**src/source/smc_cfg.svh**
```systemverilog
/*
  Static memory controller build constants.
  Data path is fixed at 32 bits and the byte-lane decode assumes 4 lanes.
  Timing register reset: rd_ws 2, wr_ws 1, region 64 KB (log2 16).
*/
`ifndef SMC_CFG_SVH
`define SMC_CFG_SVH

// Bus widths
`define SMC_ADDR_W        32
`define SMC_DATA_W        32
`define SMC_PADDR_W       5

// APB register map
`define SMC_REG_TIMING    5'h00        // Timing word, read/write
`define SMC_REG_REFUSED   5'h04        // Refused AHB transfers, read only

// Wait-state field width and timing reset value
`define SMC_WS_W          4
`define SMC_TIMING_RESET  32'h0000_1012 // region_log2 16, wr_ws 1, rd_ws 2

`endif

```
**src/source/smc_pkg.sv**
```systemverilog
/*
  Shared types of the static memory controller.
  The timing word is seen raw by APB and as fields by the AHB and EMI sides.
*/
`default_nettype none

`include "smc_cfg.svh"

package smc_pkg;

  // Timing register layout, bit 0 at the bottom
  typedef struct packed {
    logic [18:0]           rsvd;        // Reads back as written, no function
    logic [4:0]            region_log2; // Region is 2**region_log2 bytes
    logic [`SMC_WS_W-1:0]  wr_ws;       // Extra write strobe cycles
    logic [`SMC_WS_W-1:0]  rd_ws;       // Extra read strobe cycles
  } smc_timing_t;

  typedef union packed {
    logic [31:0]  raw;    // APB view
    smc_timing_t  fields; // Decoded view
  } smc_timing_u;

endpackage

`default_nettype wire

```
**src/source/smc_ahb_slave.sv**
```systemverilog
/*
  AHB-lite slave front end of the static memory controller.
  Single transfers only; bursts are taken as back-to-back singles.
  hsize above word is treated as word. One transfer in flight at a time,
  held off by smc_hready low until the EMI side reports done.
  Addresses at or above 2**region_log2 get the two-cycle ERROR response.
*/
`timescale 1ns/1ps
`default_nettype none

`include "smc_cfg.svh"

module smc_ahb_slave
  import smc_pkg::*;
(
  input  logic                      hclk,
  input  logic                      rst_n,
  input  logic [`SMC_ADDR_W-1:0]    haddr,
  input  logic [1:0]                htrans,
  input  logic                      hsel,
  input  logic                      hwrite,
  input  logic [2:0]                hsize,
  input  logic [`SMC_DATA_W-1:0]    hwdata,
  input  logic                      hready,      // Muxed bus ready
  input  smc_timing_u               timing,
  input  logic                      done,        // EMI cycle finished
  input  logic [`SMC_DATA_W-1:0]    rd_data,
  output logic [`SMC_DATA_W-1:0]    smc_hrdata,
  output logic                      smc_hready,
  output logic [1:0]                smc_hresp,
  output logic                      smc_valid,   // Pulse per accepted address
  output logic                      start,
  output logic [`SMC_ADDR_W-1:0]    acc_addr,
  output logic                      acc_write,
  output logic [`SMC_DATA_W/8-1:0]  acc_n_be,    // Active low lanes
  output logic [`SMC_DATA_W-1:0]    acc_wdata,
  output logic                      refused      // Pulse per ERROR transfer
);

  localparam logic [2:0] S_IDLE  = 3'd0;
  localparam logic [2:0] S_START = 3'd1; // First data-phase cycle
  localparam logic [2:0] S_WAIT  = 3'd2; // EMI cycle running
  localparam logic [2:0] S_ERR1  = 3'd3; // ERROR, hready low
  localparam logic [2:0] S_ERR2  = 3'd4; // ERROR, hready high

  localparam logic [1:0] HRESP_OKAY  = 2'b00;
  localparam logic [1:0] HRESP_ERROR = 2'b01;

  logic [2:0]                state;
  logic                      accept;     // Address phase taken this edge
  logic                      in_region;
  logic [`SMC_DATA_W/8-1:0]  be;         // Active high lanes
  logic                      xfer_open;  // start sent, done not yet seen

  assign accept    = hsel && htrans[1] && hready; // NONSEQ or SEQ
  assign in_region = (haddr >> timing.fields.region_log2) == '0;

  // Byte lanes from size and low address bits, little endian
  always_comb begin
    case (hsize)
      3'b000:  be = 4'b0001 << haddr[1:0];
      3'b001:  be = haddr[1] ? 4'b1100 : 4'b0011;
      default: be = 4'b1111;
    endcase
  end

  //------------------------------------------------------------
  // Response FSM
  //------------------------------------------------------------
  always_ff @(posedge hclk or negedge rst_n) begin
    if (!rst_n) begin
      state      <= S_IDLE;
      smc_hready <= 1'b1;
      smc_hresp  <= HRESP_OKAY;
      smc_valid  <= 1'b0;
      start      <= 1'b0;
      refused    <= 1'b0;
    end else begin
      smc_valid <= 1'b0;                          // Pulses by default
      start     <= 1'b0;
      refused   <= 1'b0;
      case (state)
        S_IDLE, S_ERR2: begin                     // Ready for an address
          smc_hresp <= HRESP_OKAY;
          state     <= S_IDLE;
          if (accept) begin
            smc_valid  <= 1'b1;
            smc_hready <= 1'b0;
            if (in_region) begin
              state <= S_START;
            end else begin
              state     <= S_ERR1;
              smc_hresp <= HRESP_ERROR;
              refused   <= 1'b1;
            end
          end
        end
        S_START: begin
          start <= 1'b1;                          // hwdata captured alongside
          state <= S_WAIT;
        end
        S_WAIT: begin
          if (done) begin
            smc_hready <= 1'b1;
            state      <= S_IDLE;
          end
        end
        S_ERR1: begin
          smc_hready <= 1'b1;                     // Second ERROR cycle
          state      <= S_ERR2;
        end
        default: state <= S_IDLE;
      endcase
    end
  end

  // Address, data and read-back capture
  always_ff @(posedge hclk) begin
    if (accept) begin
      acc_addr  <= haddr;
      acc_write <= hwrite;
      acc_n_be  <= ~be;
    end
    if (state == S_START) acc_wdata <= hwdata;  // Valid in first data cycle
    if (done) smc_hrdata <= rd_data;
  end

  // Tracks the EMI handshake across both blocks
  always_ff @(posedge hclk or negedge rst_n) begin
    if (!rst_n) xfer_open <= 1'b0;
    else if (start) xfer_open <= 1'b1;
    else if (done) xfer_open <= 1'b0;
  end

  a_single_outstanding: assert property (@(posedge hclk) disable iff (!rst_n)
    start |-> !xfer_open)
    else $error("start issued before done of previous transfer");

endmodule

`default_nettype wire

```
**src/source/smc_apb_regs.sv**
```systemverilog
/*
  APB register file of the static memory controller.
  No wait states; reads are combinational within the access.
  The refused counter is 16 bits, saturates, and ignores writes.
*/
`timescale 1ns/1ps
`default_nettype none

`include "smc_cfg.svh"

module smc_apb_regs
  import smc_pkg::*;
(
  input  logic                    hclk,
  input  logic                    rst_n,
  input  logic                    psel,
  input  logic                    penable,
  input  logic                    pwrite,
  input  logic [`SMC_PADDR_W-1:0] paddr,
  input  logic [`SMC_DATA_W-1:0]  pwdata,
  input  logic                    refused,   // Pulse from the AHB side
  output logic [`SMC_DATA_W-1:0]  prdata,
  output smc_timing_u             timing
);

  logic        wr_en;
  logic [15:0] refused_cnt;

  assign wr_en = psel && penable && pwrite;  // Access phase write

  //------------------------------------------------------------
  // Registers
  //------------------------------------------------------------
  always_ff @(posedge hclk or negedge rst_n) begin
    if (!rst_n) begin
      timing.raw  <= `SMC_TIMING_RESET;
      refused_cnt <= '0;
    end else begin
      if (wr_en && paddr == `SMC_REG_TIMING) timing.raw <= pwdata;
      if (refused && refused_cnt != 16'hffff)
        refused_cnt <= refused_cnt + 16'd1;     // Sticks at all ones
    end
  end

  // Read mux, unmapped offsets read zero
  always_comb begin
    case (paddr)
      `SMC_REG_TIMING:  prdata = timing.raw;
      `SMC_REG_REFUSED: prdata = {16'h0000, refused_cnt};
      default:          prdata = '0;
    endcase
  end

  // Every access phase follows a setup phase
  a_apb_setup: assert property (@(posedge hclk) disable iff (!rst_n)
    $rose(penable) |-> psel && $past(psel))
    else $error("penable raised without a setup phase");

endmodule

`default_nettype wire

```
**src/source/smc_emi_ctrl.sv**
```systemverilog
/*
  External memory interface cycle generator.
  One chip select. Each start gives setup (1), strobe (ws+1), hold (1).
  start is only taken while idle; the AHB side guarantees this.
  All strobes are registered so the pins do not glitch.
*/
`timescale 1ns/1ps
`default_nettype none

`include "smc_cfg.svh"

module smc_emi_ctrl
  import smc_pkg::*;
(
  input  logic                      hclk,
  input  logic                      rst_n,
  input  logic                      start,
  input  logic [`SMC_ADDR_W-1:0]    acc_addr,
  input  logic                      acc_write,
  input  logic [`SMC_DATA_W/8-1:0]  acc_n_be,
  input  logic [`SMC_DATA_W-1:0]    acc_wdata,
  input  smc_timing_u               timing,
  input  logic [`SMC_DATA_W-1:0]    data_smc,     // Read data from memory
  output logic                      done,         // High in the hold cycle
  output logic [`SMC_DATA_W-1:0]    rd_data,
  output logic [`SMC_ADDR_W-1:0]    smc_addr,
  output logic [`SMC_DATA_W-1:0]    smc_data,
  output logic [`SMC_DATA_W/8-1:0]  smc_n_be,
  output logic                      smc_n_cs,
  output logic                      smc_n_wr,
  output logic [`SMC_DATA_W/8-1:0]  smc_n_we,
  output logic                      smc_n_rd,
  output logic                      smc_n_ext_oe, // Drive data pins, writes
  output logic                      smc_busy
);

  localparam logic [1:0] S_IDLE   = 2'd0;
  localparam logic [1:0] S_SETUP  = 2'd1;
  localparam logic [1:0] S_STROBE = 2'd2;
  localparam logic [1:0] S_HOLD   = 2'd3;

  logic [1:0]                state, state_nxt;
  logic [`SMC_WS_W-1:0]      ws_cnt;      // Strobe cycles left minus one
  logic                      wr_q;
  logic                      wr_sel;      // Direction seen by the pin logic
  logic [`SMC_DATA_W/8-1:0]  n_be_sel;
  logic                      strobe_nxt;

  always_comb begin
    state_nxt = state;
    case (state)
      S_IDLE:   if (start) state_nxt = S_SETUP;
      S_SETUP:  state_nxt = S_STROBE;
      S_STROBE: if (ws_cnt == '0) state_nxt = S_HOLD;
      default:  state_nxt = S_IDLE;           // Hold lasts one cycle
    endcase
  end

  // Take the new request straight from the inputs when leaving idle
  assign wr_sel     = (state == S_IDLE) ? acc_write : wr_q;
  assign n_be_sel   = (state == S_IDLE) ? acc_n_be : smc_n_be;
  assign strobe_nxt = (state_nxt == S_STROBE);

  //------------------------------------------------------------
  // State, wait counter and pins
  //------------------------------------------------------------
  always_ff @(posedge hclk or negedge rst_n) begin
    if (!rst_n) begin
      state        <= S_IDLE;
      ws_cnt       <= '0;
      smc_n_cs     <= 1'b1;
      smc_n_be     <= '1;
      smc_n_rd     <= 1'b1;
      smc_n_wr     <= 1'b1;
      smc_n_we     <= '1;
      smc_n_ext_oe <= 1'b1;
      smc_busy     <= 1'b0;
      done         <= 1'b0;
    end else begin
      state <= state_nxt;
      if (state == S_SETUP)
        ws_cnt <= wr_q ? timing.fields.wr_ws : timing.fields.rd_ws;
      else if (state == S_STROBE)
        ws_cnt <= ws_cnt - 1'b1;
      smc_n_cs     <= (state_nxt == S_IDLE);    // ws+3 cycles low
      smc_n_be     <= (state_nxt == S_IDLE) ? '1 : n_be_sel;
      smc_n_ext_oe <= !(state_nxt != S_IDLE && wr_sel);
      smc_n_rd     <= !(strobe_nxt && !wr_sel);
      smc_n_wr     <= !(strobe_nxt && wr_sel);
      smc_n_we     <= (strobe_nxt && wr_sel) ? n_be_sel : '1;
      smc_busy     <= (state_nxt != S_IDLE);
      done         <= (state_nxt == S_HOLD);
    end
  end

  // Request and read data latches
  always_ff @(posedge hclk) begin
    if (state == S_IDLE && start) begin
      smc_addr <= acc_addr;
      smc_data <= acc_wdata;
      wr_q     <= acc_write;
    end
    if (state == S_STROBE && ws_cnt == '0 && !wr_q)
      rd_data <= data_smc;                      // Last strobe cycle
  end

  a_rd_wr_excl: assert property (@(posedge hclk) disable iff (!rst_n)
    smc_n_rd || smc_n_wr)
    else $error("read and write strobes low together");

endmodule

`default_nettype wire

```
**src/source/smc_veneer.sv**
```systemverilog
/*
  Chip-level top of the static memory controller.
  APB runs on hclk; one asynchronous active-low reset for all logic.
  No scan ports. Internal nets share names with the block ports.
*/
`timescale 1ns/1ps
`default_nettype none

`include "smc_cfg.svh"

module smc_veneer
  import smc_pkg::*;
(
  input  logic                      hclk,
  input  logic                      rst_n,
  // AHB-lite slave
  input  logic [`SMC_ADDR_W-1:0]    haddr,
  input  logic [1:0]                htrans,
  input  logic                      hsel,
  input  logic                      hwrite,
  input  logic [2:0]                hsize,
  input  logic [`SMC_DATA_W-1:0]    hwdata,
  input  logic                      hready,
  output logic [`SMC_DATA_W-1:0]    smc_hrdata,
  output logic                      smc_hready,
  output logic [1:0]                smc_hresp,
  output logic                      smc_valid,
  // APB registers
  input  logic                      psel,
  input  logic                      penable,
  input  logic                      pwrite,
  input  logic [`SMC_PADDR_W-1:0]   paddr,
  input  logic [`SMC_DATA_W-1:0]    pwdata,
  output logic [`SMC_DATA_W-1:0]    prdata,
  // External memory
  input  logic [`SMC_DATA_W-1:0]    data_smc,
  output logic [`SMC_ADDR_W-1:0]    smc_addr,
  output logic [`SMC_DATA_W-1:0]    smc_data,
  output logic [`SMC_DATA_W/8-1:0]  smc_n_be,
  output logic                      smc_n_cs,
  output logic                      smc_n_wr,
  output logic [`SMC_DATA_W/8-1:0]  smc_n_we,
  output logic                      smc_n_rd,
  output logic                      smc_n_ext_oe,
  output logic                      smc_busy
);

  //------------------------------------------------------------
  // Block interconnect
  //------------------------------------------------------------
  smc_timing_u               timing;     // Level from APB to both blocks
  logic                      start, done, refused;
  logic [`SMC_ADDR_W-1:0]    acc_addr;
  logic                      acc_write;
  logic [`SMC_DATA_W/8-1:0]  acc_n_be;
  logic [`SMC_DATA_W-1:0]    acc_wdata;
  logic [`SMC_DATA_W-1:0]    rd_data;

  // Ports match net names one to one
  smc_ahb_slave i_ahb_slave (.*);
  smc_apb_regs  i_apb_regs  (.*);
  smc_emi_ctrl  i_emi_ctrl  (.*);

endmodule

`default_nettype wire
```
**config.mk**
```make
export PLATFORM = sky130hd
export DESIGN_NAME = smc_veneer
export DESIGN_NICKNAME = d
export VERILOG_FILES = /design/src/source/smc_pkg.sv /design/src/source/smc_ahb_slave.sv /design/src/source/smc_apb_regs.sv /design/src/source/smc_emi_ctrl.sv /design/src/source/smc_veneer.sv
export VERILOG_INCLUDE_DIRS = /design/src /design/src/source
export SDC_FILE = /design/constraint.sdc
export NUM_CORES = 1
export LEC_CHECK = 0
export ABC_AREA = 1
export CAP_MARGIN = 20
export CORE_AREA = 2 2 139 141
export DETAILED_ROUTE_END_ITERATION = 7
export DIE_AREA = 0 0 141 143
export DONT_BUFFER_PORTS = 1
export PLACE_DENSITY = 0.74
export SLEW_MARGIN = 20
export SYNTH_ARGS = -nofsm -noshare
export SYNTH_HDL_FRONTEND = slang
export SYNTH_SLANG_ARGS = --single-unit
```
**constraint.sdc**
```tcl
create_clock -name hclk -period 3.2 [get_ports hclk]
set_clock_uncertainty 0.1 [all_clocks]
set_input_delay 0.8 -clock hclk [delete_from_list [all_inputs] [get_ports hclk]]
set_output_delay 0.8 -clock hclk [all_outputs]
set_load 0.02 [all_outputs]
```
==> metrics.md, run 1 <==
| Metric | Value |
|---|---|
| DRC violations left | 0 |
| Row count | 50 |
| # H-tree levels | 1 |
| Critical Path End | prdata[10] |
| Fmax | 351 MHz |
| Critical path arrival | 1.95 ns |
| Post-synth EDFFs | 198 |
| Boundary Pins | 291 |
| Clk slew on worst S/H paths | 0.06 ns |
| Final antenna diode count | 0 |
| Fin cells | 1144 |
| FF-to-FF setup slack | 0.84 ns |
| Number of DRC markers in iteration 0 | 316 |
| Cell taking the most area after synthesis | edfxtp_1 |
| Post-route ant nets | 0 |
| Vias in the first global route | 5739 |
| Synth area leaders | edfxtp_1 (57%), dfrtp_1 (14%), nand2_1 (6.4%), dfstp_2 (4.0%), inv_1 (3.2%) |
| Via Count | 6091 |
| Chip height | 143 um |
| Most common cell after layout, fill and taps aside | edfxtp_1 |
| Mean post-synth cell area | 12.5 um2 |
| Initial cell density of the core | 56.4% |
| Initial antenna violation count | 0 |
| Asr flop ratio synth | 27.7% |
| Clock latency on the worst-skew pair | 0.54 ns |
| CTS tree | yes |
| Max-slew violation count | 0 |
| Measured slew at the worst slew-check pin | 0.655 ns |
| Inserted Clock Buffers | 28 |
| Total power | 8.68 mW |
| Worst min path class | in -> async |
| CTS resizes | 0 |
| DP HPWL | 15.0 mm |
| Tmin final | 2.85 ns |
| Num Clock Sinks | 274 |
| Die width | 141 um |
| Max_slew headroom | 56.3% |
| Crit path launch type | flop |
| Crit end category | output port |
| Most frequent cells in the layout | edfxtp_1 (198), nand2_1 (178), inv_1 (88) |
| Synth Warn # | 0 |
| Largest net degree at the start of global routing | 77 |
| First-pass DRT Iterations | 5 |
| CTS max path bufs | 3 |
| Clock root buffer | clkbuf_16 |
| Pwr dens | 728 mW/mm2 |
| Setup TNS | 0 ns |
| Routed WL per cell | 18.2 um |
| Gr usage total | 20.1% |
| RSZ-0062 raised after global routing | false |
| Yosys reg bits | 274 |
| Layout cell share with drive strength beyond 1 | 12.9% |
| Final Hold Viols | 0 |
| Unique masters post-synth | 34 |
| Mapped Nets | 990 |
| Final setup viols | 0 |
| Seq/Total Area, Yosys | 75.1% |
| First-pass GRT wire length | 31.5 mm |
| Fin crit share | 89.1% |
| Reg2reg end | i_ahb_slave.state[1] |
| Reg2reg path depth | 11 |
| Status | complete, no violations |
| Placer Congestion | 0.822 |
| Via/cell ratio | 5.32 |
| Setup CP Type | reg -> out |
| CP Launch Point | i_apb_regs.timing[10] |
| Detailed-route wire length | 20.8 mm |
| Area of the core | 0.0186 mm2 |
| # port buffers | 0 |
| Reg2reg start | i_apb_regs.timing[9] |
| Top_reg_cell synth | edfxtp_1 |
| Nets | 1040 |
| Area Overhead vs Synth | 13.7% |
| Maximum VDD drop | 0.000376 V |
| Dpl cells | 1091 |
| Die area | 0.0202 mm2 |
| Post-synth top area share | 56.8% |
| Netlist Area Pre-Place | 0.0105 mm2 |
| Worst path required time | 2.30 ns |
| FILL cells | 1327 |
| Leakage power | 4.86 nW |
| Mapped Cells | 838 |
| CP Max Fanout | 15 |
| Grt total ovfl | 0 |
| # Max-Cap Violations | 0 |
-- per-stage QoR --
| step | hold slack, ns | instance area, um2 | worst slack [ns] | util (%) |
|---|---|---|---|---|
| floorplan | 0.300 | 10500 | 0.272 | - |
| global placement | 0.300 | 11000 | 0.415 | 59.2 |
| detailed placement | 0.305 | 11000 | 0.416 | 59.2 |
| CTS | 0.0478 | 11900 | 0.327 | 64.1 |
| global route | 0.0633 | 11900 | 0.220 | 64.1 |
| finish | 0.0481 | 11900 | 0.350 | 64.1 |
-- power breakdown --
part	total [mW]	switching [mW]	internal, mW
logic	0.918	0.630	0.288
registers	4.75	0.448	4.31
clock network	3.00	1.30	1.70
total	8.68	2.38	6.30
-- sequential cells by signal, summed over array words and instances, names as in the netlist, 2 cells and up --
signal                  flops
i_ahb_slave.smc_hrdata     32
i_emi_ctrl.smc_addr        32
i_ahb_slave.acc_n_be        4
i_emi_ctrl.state            2
i_apb_regs.refused_cnt     16
i_emi_ctrl.rd_data         32
i_emi_ctrl.smc_n_we         4
i_emi_ctrl.ws_cnt           4
i_ahb_slave.acc_addr       32
i_ahb_slave.state           3
i_emi_ctrl.smc_data        32
i_emi_ctrl.smc_n_be         4
i_apb_regs.timing          32
i_ahb_slave.acc_wdata      32
-- worst min-delay path by stage --
stage / slack, ns / to / depth (start not counted) / start
6_report: 0.05 / i_apb_regs.refused_cnt[1] / 1 / rst_n
5_1_grt: 0.06 / i_apb_regs.refused_cnt[1] / 1 / rst_n
4_1_cts: 0.05 / i_apb_regs.timing[0] / 1 / rst_n
3_5_place_dp: 0.30 / i_ahb_slave.smc_hrdata[13] / 0 / i_emi_ctrl.rd_data[13]
3_3_place_gp: 0.30 / i_ahb_slave.smc_hrdata[6] / 0 / i_emi_ctrl.rd_data[6]
2_1_floorplan: 0.30 / i_ahb_slave.smc_hrdata[0] / 0 / i_emi_ctrl.rd_data[0]
-- area by class of cell --
type	count	area [um2]	share of cell area, %
Sequential cell	274	7870	66.1
Tap cell	234	293	2.46
Multi-Input combinational cell	447	2150	18.0
Clock buffer	30	708	5.95
Clock inverter	22	173	1.45
Inverter	91	342	2.87
Timing Repair Buffer	46	378	3.17
-- kinds of logic after synthesis --
| logic type | Yosys count | synth area share, % |
|---|---|---|
| AOI/OAI and AO/OA | 85 | 4.34 |
| xor gates and xnor gates | 14 | 1.17 |
| adders and majority gates | 6 | 0.717 |
| buffers and inverters | 117 | 4.50 |
| DFF | 274 | 75.1 |
| muxes | 9 | 0.920 |
| other | 1 | 0.0358 |
| and+or+nand+nor | 332 | 13.2 |
-- per-layer routing --
metal	up-vias	wire, um	GRT usage (%)
li1	2943	-	-
met3	40	1560	5.53
met4	0	475	5.89
met5	-	0	0
met1	2849	8710	26.5
met2	259	10100	33.2
-- cell usage after synthesis (all sizes together) (2+ instances only) --
cell,n
edfxtp,198
nand2,178
inv,90
nor2,72
dfrtp,60
nand3,54
a21oi,42
o21ai,26
dfstp,16
buf,15
xor2,14
nor3,13
o22ai,12
clkbuf,11
nand4,11
ha,6
mux2,5
mux2i,4
or2,2
-- repair_timing --
action / in CTS / in global routing
hold endpoints to repair: 76 / 0
endpoints found under the setup margin: 0 / 0
hold buffers: 1 / 0
setup buffers: 0 / 0
-- critical path: stages, from the launching register on --
cell	delay (ns)
dfrtp_1	0.61
inv_1	0.39
o22ai_1	0.23
buf_4	0.17
Power figures use the tool's default switching activity.
==> run 2: changes to the inputs <==
==> constraint.sdc (replaced) <==
create_clock -name hclk -period 3.2 [get_ports hclk]
set_clock_uncertainty 0.1 [all_clocks]
set_input_delay 0.32 -clock hclk [delete_from_list [all_inputs] [get_ports hclk]]
set_output_delay 0.32 -clock hclk [all_outputs]
set_load 0.02 [all_outputs]
==> run 2 against run 1 <==
Global-route usage increased by 3.5 points. Via count increased by 9.9%. Clock-buffer cell count decreased by 1. Clock power increased by 8.3%. Non-clock buffer count increased by 107. Combinational power increased by 15%. First-iteration DRC count increased by 65%. Setup slack improved by 0.48 ns. Sequential share of layout area decreased by 6.0 points. Sequential power about the same. Design area increased by 9.9%. Critical path type unchanged.
==> metrics.md, run 2 (synthesis results as in run 1) <==
| Metric | Value |
|---|---|
| Grt total ovfl | 0 (unchanged) |
| Area of the core | 0.0186 mm2 (unchanged) |
| Crit end category | output port |
| Reg2reg path depth | 11 (unchanged) |
| Clk slew on worst S/H paths | 0.06 ns (about the same) |
| Max-slew violation count | 0 (unchanged) |
| Leakage power | 5.27 nW (+8.4%) |
| Via/cell ratio | 5.37 (+0.77%) |
| Clock latency on the worst-skew pair | 0.53 ns (about the same) |
| Final setup viols | 0 (unchanged) |
| Post-CTS Setup Repair Bufs | 0 (unchanged) |
| CTS tree | yes |
| Final antenna diode count | 0 (unchanged) |
| Worst min path class | in -> reg |
| RSZ-0062 raised after global routing | false |
| # port buffers | 0 (unchanged) |
| Maximum VDD drop | 0.000389 V (+3.5%) |
| Area Overhead vs Synth | 25.0% |
| First-pass DRT Iterations | 5 (unchanged) |
| Most common cell after layout, fill and taps aside | edfxtp_1 |
| Via Count | 6696 (+9.9%) |
| Post-route ant nets | 0 (unchanged) |
| Hold Path Cell Cnt | 2 |
| Crit path launch type | flop |
| Row count | 50 (unchanged) |
| FF-to-FF setup slack | 0.93 ns (+0.09 ns) |
| # Max-Cap Violations | 0 (unchanged) |
| DP HPWL | 14.7 mm (-1.9%) |
| Pre-CTS WS | 0.911 ns (+0.495 ns) |
| Initial cell density of the core | 56.4% (unchanged) |
| Inserted Clock Buffers | 27 (-3.6%) |
| Final worst setup slack | 0.828 ns (+0.478 ns) |
| Nets | 1146 (+10%) |
| Crit-path cells | inv_1, o22ai_1, buf_4 |
| Num Clock Sinks | 274 (unchanged) |
| Design Area, Final | 0.0131 mm2 (+9.9%) |
| Pwr dens | 693 mW/mm2 (-4.8%) |
| CP Launch Point | i_apb_regs.timing[10] |
| Worst Min Path Start | hready |
| Gr usage total | 23.6% (+3.5 points) |
| Die width | 141 um (unchanged) |
| Chip height | 143 um (unchanged) |
| CP Max Fanout | 15 (unchanged) |
| Largest net degree at the start of global routing | 77 (unchanged) |
| Initial antenna violation count | 0 (unchanged) |
| Setup TNS | 0 ns (unchanged) |
| Boundary Pins | 291 (unchanged) |
| Most frequent cells in the layout | edfxtp_1 (198), nand2_1 (178), dlygate4sd3_1 (137) |
| Reg2reg start | i_apb_regs.timing[9] |
| # H-tree levels | 1 (unchanged) |
| Measured slew at the worst slew-check pin | 0.712 ns (+0.0563 ns) |
| Worst path required time | 2.78 ns (+0.48 ns) |
| DRC violations left | 0 (unchanged) |
| First-pass GRT wire length | 36.7 mm (+16%) |
| Detailed-route wire length | 24.3 mm (+17%) |
| Clock root buffer | clkbuf_16 |
| Final Hold Viols | 0 (unchanged) |
| Layout cell share with drive strength beyond 1 | 8.58% (-4.3 points) |
| Fin cells | 1248 (+9.1%) |
| Setup CP Type | reg -> out |
| Fmax | 422 MHz (+20%) |
| Number of DRC markers in iteration 0 | 520 (+65%) |
| Placer Congestion | 0.825 (+0.32%) |
| CTS max path bufs | 3 (unchanged) |
| Critical path arrival | 1.95 ns (about the same) |
| Tmin final | 2.37 ns (-0.478 ns) |
| Routed WL per cell | 19.4 um (+6.8%) |
| Dpl cells | 1061 (-2.7%) |
| Core Util, Final | 70.5% (+6.4 points) |
| Die area | 0.0202 mm2 (unchanged) |
| Status | complete, no violations |
| CP max stage cell | dfrtp_1 |
| Max_slew headroom | 52.1% (-4.2 points) |
| Placed cell area | 0.0108 mm2 (-2.0%) |
| Critical path's largest stage delay | 0.61 ns (about the same) |
| Vias in the first global route | 6511 (+13%) |
| Fin crit share | 74.1% (-15 points) |
==> run 2: final timing paths <==
path                                        endpoint
max in group asynchronous      i_apb_regs.timing[12]
max reg2reg                     i_ahb_slave.state[1]
max                                       prdata[10]
min reg2reg                   i_emi_ctrl.smc_addr[7]
min                            i_ahb_slave.smc_valid
min in group asynchronous  i_apb_regs.refused_cnt[1]
==> run 2: power by group <==
group	internal, mW	switching, mW
logic	0.392	0.668
registers	4.30	0.457
clock network	1.89	1.37
total	6.58	2.49
==> run 2: cell type report <==
type,instances,area [um2]
sequential,274,7870
fill,1204,5490
multi-input combinational,447,2150
timing repair buffer,153,1520
clock buffer,29,683
inverter,91,342
tap,234,293
clock inverter,20,231
==> run 2: what timing repair did <==
action | in CTS | in global routing
hold endpoints to repair | 210 | 0
hold buffers | 138 | 0
resized for setup | 0 | 0
==> run 2: metal layers <==
metal,GRT usage [%],vias up,wire [um]
met3,5.30,37,2080
met1,30.2,3181,9450
met2,41.5,329,12200
met4,5.32,0,489
met5,0,-,0
li1,-,3149,-
==> run 2: critical path: cells and delay by family (launching register included) <==
kind | cells | cell delay, ns
DFF | 1 | 0.61
buffers and inverters | 2 | 0.55
AOI/OAI and AO/OA | 1 | 0.27
==> run 2: stage by stage <==
stage	hold WS, ns	power, mW
3_3_place_gp	-0.0729	5.67
6_report	0.0616	9.08
2_1_floorplan	-0.0756	5.44
5_1_grt	0.0630	9.44
3_5_place_dp	-0.0728	5.71
4_1_cts	0.0487	9.08
